==> config.mk <==
export PLATFORM = sky130hd
export DESIGN_NAME = vrf_read_arb
export DESIGN_NICKNAME = d
export VERILOG_FILES = /design/src/source/vrf_pkg.sv /design/src/source/vrf_read_arb.sv
export SDC_FILE = /design/constraint.sdc
export NUM_CORES = 1
export LEC_CHECK = 0
export BUFFER_PORTS_ARGS = -buffer_cell sky130_fd_sc_hd__buf_2
export CORE_AREA = 3 3 470 472
export DETAILED_ROUTE_END_ITERATION = 6
export DIE_AREA = 0 0 473 475
export GPL_ROUTABILITY_DRIVEN = 0
export GPL_TIMING_DRIVEN = 0
export PLACE_DENSITY = 0.3
export SLEW_MARGIN = 20
export SYNTH_ARGS = -nofsm -noshare
export SYNTH_HDL_FRONTEND = slang
export SYNTH_SLANG_ARGS = --single-unit
==> constraint.sdc <==
create_clock -name vclk -period 2.2
set_input_delay 0.44 -clock vclk [all_inputs]
set_output_delay 0.44 -clock vclk [all_outputs]
set_load 0.03 [all_outputs]
==> src/source/vrf_pkg.sv <==
// Geometry, data types and port indices of the vector register file; import where needed
package vrf_pkg;

  ////////////////////
  // Geometry
  ////////////////////

  // Bits per vector register
  localparam int unsigned VLEN = 256;

  // Architectural vector registers
  localparam int unsigned NRVREG = 32;

  // Each bank holds one word slice of every register
  localparam int unsigned NrVRFBanks     = 4;
  localparam int unsigned NrWordsPerBank = NRVREG;

  // Requesters seen by the file
  localparam int unsigned NrWritePorts = 3;
  localparam int unsigned NrReadPorts  = 5;

  // Physical read ports on every bank
  localparam int unsigned NrReadPortsPerBank = 3;

  ////////////////////
  // Types
  ////////////////////

  // One bank word and its byte enables
  typedef logic [VLEN/NrVRFBanks-1:0]   vreg_data_t;
  typedef logic [VLEN/NrVRFBanks/8-1:0] vreg_be_t;

  // Word index inside a bank, and bank number
  typedef logic [$clog2(NrWordsPerBank)-1:0] vreg_idx_t;
  typedef logic [$clog2(NrVRFBanks)-1:0]     bank_idx_t;

  // Full word address, bank field in the low bits
  typedef struct packed {
    vreg_idx_t vreg;
    bank_idx_t bank;
  } vreg_addr_t;

  // Write requesters, the value is also the priority (0 wins)
  typedef enum logic [1:0] {
    VFU_VD_WD   = 2'd0,
    VLSU_VD_WD  = 2'd1,
    VSLDU_VD_WD = 2'd2
  } vrf_wport_e;

  // Read requesters
  typedef enum logic [2:0] {
    VFU_VS2_RD   = 3'd0,
    VFU_VS1_RD   = 3'd1,
    VFU_VD_RD    = 3'd2,
    VLSU_VD_RD   = 3'd3,
    VSLDU_VS2_RD = 3'd4
  } vrf_rport_e;

  // One write request as it arrives at the file
  typedef struct packed {
    vreg_addr_t addr;
    vreg_data_t data;
    vreg_be_t   be;
  } vrf_wreq_t;

endpackage : vrf_pkg

==> src/source/vrf_read_arb.sv <==
// Fixed-table read arbiter; shares each bank's three read ports among five read requesters
module vrf_read_arb (
  input  logic                [vrf_pkg::NrReadPorts-1:0]  re_i,
  input  vrf_pkg::vreg_addr_t [vrf_pkg::NrReadPorts-1:0]  raddr_i,
  // Bank read ports
  output vrf_pkg::vreg_idx_t  [vrf_pkg::NrVRFBanks-1:0][vrf_pkg::NrReadPortsPerBank-1:0]
                              bank_raddr_o,
  input  vrf_pkg::vreg_data_t [vrf_pkg::NrVRFBanks-1:0][vrf_pkg::NrReadPortsPerBank-1:0]
                              bank_rdata_i,
  // Requester returns
  output vrf_pkg::vreg_data_t [vrf_pkg::NrReadPorts-1:0]  rdata_o,
  output logic                [vrf_pkg::NrReadPorts-1:0]  rvalid_o
);

  import vrf_pkg::*;

  ////////////////////
  // Port table
  ////////////////////

  // Port 0: vs2 only. Port 1: vs1, then slide. Port 2: vd, then load/store
  localparam vrf_rport_e FirstReq [NrReadPortsPerBank] = '{
    VFU_VS2_RD, VFU_VS1_RD, VFU_VD_RD
  };
  localparam vrf_rport_e SecondReq [NrReadPortsPerBank] = '{
    VFU_VS2_RD, VSLDU_VS2_RD, VLSU_VD_RD
  };

  // Bank port 0 has no second requester
  localparam logic [NrReadPortsPerBank-1:0] HasSecond = 3'b110;

  ////////////////////
  // Bank decode
  ////////////////////

  logic [NrVRFBanks-1:0][NrReadPorts-1:0] rreq_hit;

  for (genvar bank = 0; bank < NrVRFBanks; bank++) begin : gen_bank_hit
    for (genvar port = 0; port < NrReadPorts; port++) begin : gen_port_hit
      assign rreq_hit[bank][port] = re_i[port] &&
                                    (raddr_i[port].bank == bank_idx_t'(bank));
    end
  end

  ////////////////////
  // Port select
  ////////////////////

  // Which of the two table entries owns each bank port this cycle
  logic [NrVRFBanks-1:0][NrReadPortsPerBank-1:0] use_first;
  logic [NrVRFBanks-1:0][NrReadPortsPerBank-1:0] use_second;

  always_comb begin : proc_rport_sel
    use_first    = '0;
    use_second   = '0;
    bank_raddr_o = '0;
    for (int unsigned bank = 0; bank < NrVRFBanks; bank++) begin
      for (int unsigned bp = 0; bp < NrReadPortsPerBank; bp++) begin
        if (rreq_hit[bank][FirstReq[bp]]) begin
          use_first[bank][bp]    = 1'b1;
          bank_raddr_o[bank][bp] = raddr_i[FirstReq[bp]].vreg;
        end else if (HasSecond[bp] && rreq_hit[bank][SecondReq[bp]]) begin
          use_second[bank][bp]   = 1'b1;
          bank_raddr_o[bank][bp] = raddr_i[SecondReq[bp]].vreg;
        end
      end
    end
  end

  ////////////////////
  // Data return
  ////////////////////

  // Ungranted requesters see zero
  always_comb begin : proc_rdata
    rdata_o  = '0;
    rvalid_o = '0;
    for (int unsigned bank = 0; bank < NrVRFBanks; bank++) begin
      for (int unsigned bp = 0; bp < NrReadPortsPerBank; bp++) begin
        if (use_first[bank][bp]) begin
          rdata_o[FirstReq[bp]]  = bank_rdata_i[bank][bp];
          rvalid_o[FirstReq[bp]] = 1'b1;
        end
        if (use_second[bank][bp]) begin
          rdata_o[SecondReq[bp]]  = bank_rdata_i[bank][bp];
          rvalid_o[SecondReq[bp]] = 1'b1;
        end
      end
    end
  end

  ////////////////////
  // Checks
  ////////////////////

  // The vs2 operand owns port 0 of every bank
  always_comb begin : proc_vs2_chk
    a_vs2_granted : assert (!re_i[VFU_VS2_RD] || rvalid_o[VFU_VS2_RD])
      else $error("vrf_read_arb: VFU_VS2_RD request not granted");
  end

endmodule : vrf_read_arb

==> summary.md <==
| Metric | Value |
|---|---|
| Status | complete, but fails checks |
| Failing checks | setup timing |
| Critical path class | input port to output port |
| FF/Latch Area | 0 um2 |
| Register share of total power | 0 |
| Total GRT Usage | 0.136 |
| Internal power | ~3.0 mW |
| Final TNS setup | -47.02 ns |
| PnR worst setup slack | -0.420 ns |
| GRT overflow | 0 |
| Wire per inst | between 30 and 40 um |
| Maximum VDD drop | approximately 0.000093 V |
| Layout Nets | between 3000 and 4000 |
| Area growth from synthesis to layout | 208% |
| CP required | around 1.8 ns |
| Mapped Area | slightly below 0.009 mm2 |
| Rel. slew slack | 0.495 |
| Leak pwr | between 10 and 15 nW |
| Die Y-Extent | roughly 480 um |
| DR iter-0 viols | approximately 1400 |
| Die X | about 470 um |
| Min Clock Period, post-route | roughly 2.6 ns |
| Setup violations, final | 248 |
| Routed WL | 165 mm |
| Clock power share | 0 |
| Most frequent cells after synthesis | a22oi_1, nand2_1, and2_1 |
| Ys Warns | 0 |
| Fillcell total | between 20000 and 30000 |
| Worst Setup End Kind | output port |
| Worst-path fanout max | 8 |
| Unrepaired setup endpoints after global routing | true |
| Initial antenna violation count | approximately 130 |
| Worst EP arrival | around 2.2 ns |
| Largest net degree at the start of global routing | 11 |
| # port buffers | 1191 |
| Vias in the first global route | roughly 19000 |
| Via density | between 3 and 4 |
| Critical Path Max Stage Delay | between 0.2 and 0.3 ns |
| DRC violations left | 0 |
| Share of the synthesized area in the top cell type | 0.232 |
| CP Cell Sequence | buf_12 -> and3b_2 -> nor4bb_2 -> buf_4 -> buf_12 -> buf_12 -> a221oi_4 -> o21ai_4 -> buf_12 |
| Antenna Nets Post-Route | 0 |
| Cell Rows | roughly 170 |
| Register area share after synthesis | 0 |
| Max Cap Violations | 0 |
| Logic pwr share | 1.000 |
| Switching power | roughly 4.3 mW |
| First-pass GRT wire length | ~200 mm |
| Switching share of power | 0.588 |
| Worst-margin pin slew | 0.757 ns |
| Clkbuf count | 0 |
| Highest Clock Rate | ~380 MHz |
| Slowest cell on the critical path | o21ai_4 |
| Syn nets | 2007 |
| Design Area, Final | 0.0267 mm2 |
| Crit path launch type | input port |
| DP HPWL | about 150 mm |
| Area of the multi-input gates | about 0.011 mm2 |
| Hold Vio Cnt, Final | 0 |
| Placed cell areas | approximately 0.019 mm2 |
| Leading area contributor after synthesis | mux4_2 |
| Layout cell share with drive strength beyond 1 | 0.816 |
| Part of the cycle the worst path needs | 1.19 |
| Count leader, synth | a22oi_1 |
| CP dominant cell by count | buf_12 |
| First-pass DRT Iterations | 5 |
| Mean area per synthesized cell | roughly 7.2 um2 |
| Synth Instances | 1199 |
| Hold WC Path Type | input port to output port |
| Distinct cells, synth | 26 |
| Power Density | ~280 mW/mm2 |
| Final Max Tran Viols | 0 |
| Most area-consuming cells after synthesis | mux4_2, a22oi_1, a221oi_1 |
| Vias | between 15000 and 20000 |
| Die Footprint | 0.225 mm2 |
| Final Total Pwr | approximately 7.4 mW |
| Sequential cell count | 0 |
| Top Ports | between 1000 and 1500 |
| Initial Util | 0.0399 |
| CORE AREA | about 0.22 mm2 |
==> cell families after synthesis <==
| family | after synthesis | synth area share |
|---|---|---|
| and+or+nand+nor | 410 | 0.224 |
| AOI/OAI and AO/OA | 503 | 0.417 |
| xor gates and xnor gates | 1 | 0.00101 |
| buffers and inverters | 152 | 0.0763 |
| muxes | 133 | 0.282 |
==> metrics by stage <==
step	setup slack [ns]	hold WS, ns	cells	utilization
detailed placement	-1.71	1.26	5244	0.0863
finish	-0.420	1.21	5427	0.123
floorplan	-0.117	1.05	1199	-
global route	-0.486	1.24	5411	0.123
CTS	-0.440	1.23	5350	0.113
global placement	-1.68	1.27	5244	0.0863
==> layer usage <==
layer,global-route usage,up-vias,part of all wire,routed length [um]
met1,0.134,9414,0.32,53300
met4,0.0615,62,0.069,11400
met3,0.0386,416,0.087,14400
li1,-,7520,-,-
met5,0.00260,-,0.0028,458
met2,0.260,1421,0.52,85600
==> placed cells by master, fill, tap and decap left out, types with 62 or more instances in the layout <==
| cell | count |
|---|---|
| buf_2 | 869 |
| buf_6 | 312 |
| nand2_1 | 149 |
| a22oi_1 | 133 |
| a22oi_2 | 117 |
| buf_4 | 105 |
| o21ai_2 | 104 |
| mux4_2 | 89 |
| buf_12 | 87 |
| nor2_1 | 62 |
==> power by group through the flow <==
stage                     logic, mW  registers, mW  clock network [mW]
after floorplan                2.50              0                   0
after global placement         5.55              0                   0
after detailed placement       5.55              0                   0
after CTS                      6.95              0                   0
after global routing           7.59              0          0.00000179
final                          7.35              0          0.00000279
==> final timing paths <==
path | from | to | depth (start not counted)
worst min-delay path | bank_rdata_i[669] | rdata_o[285] | 4
worst max-delay path | re_i[1] | rdata_o[310] | 9
==> cell type report <==
type | count | area share
plain buffers | 142 | 0.0672
repair buffers | 1339 | 0.381
well taps | 2854 | 0.134
diodes | 45 | 0.00422
multi-input cells | 1047 | 0.414
==> timing repair <==
action                     in CTS  in global routing
pin swaps                     209                144
hold buffers                    0                  0
setup buffers                  91                 41
hold endpoints to repair        0                  0
gates resized for setup      1209                514
gates cloned                   20                 10
setup endpoints to repair     378                328
==> critical path, delay by kind of cell <==
kind                   cells  cell delay (ns)
AO/OA/AOI/OAI              2             0.36
buffers and inverters      5             0.82
AND/OR/NAND/NOR            2             0.52
Power figures use the tool's default switching activity.
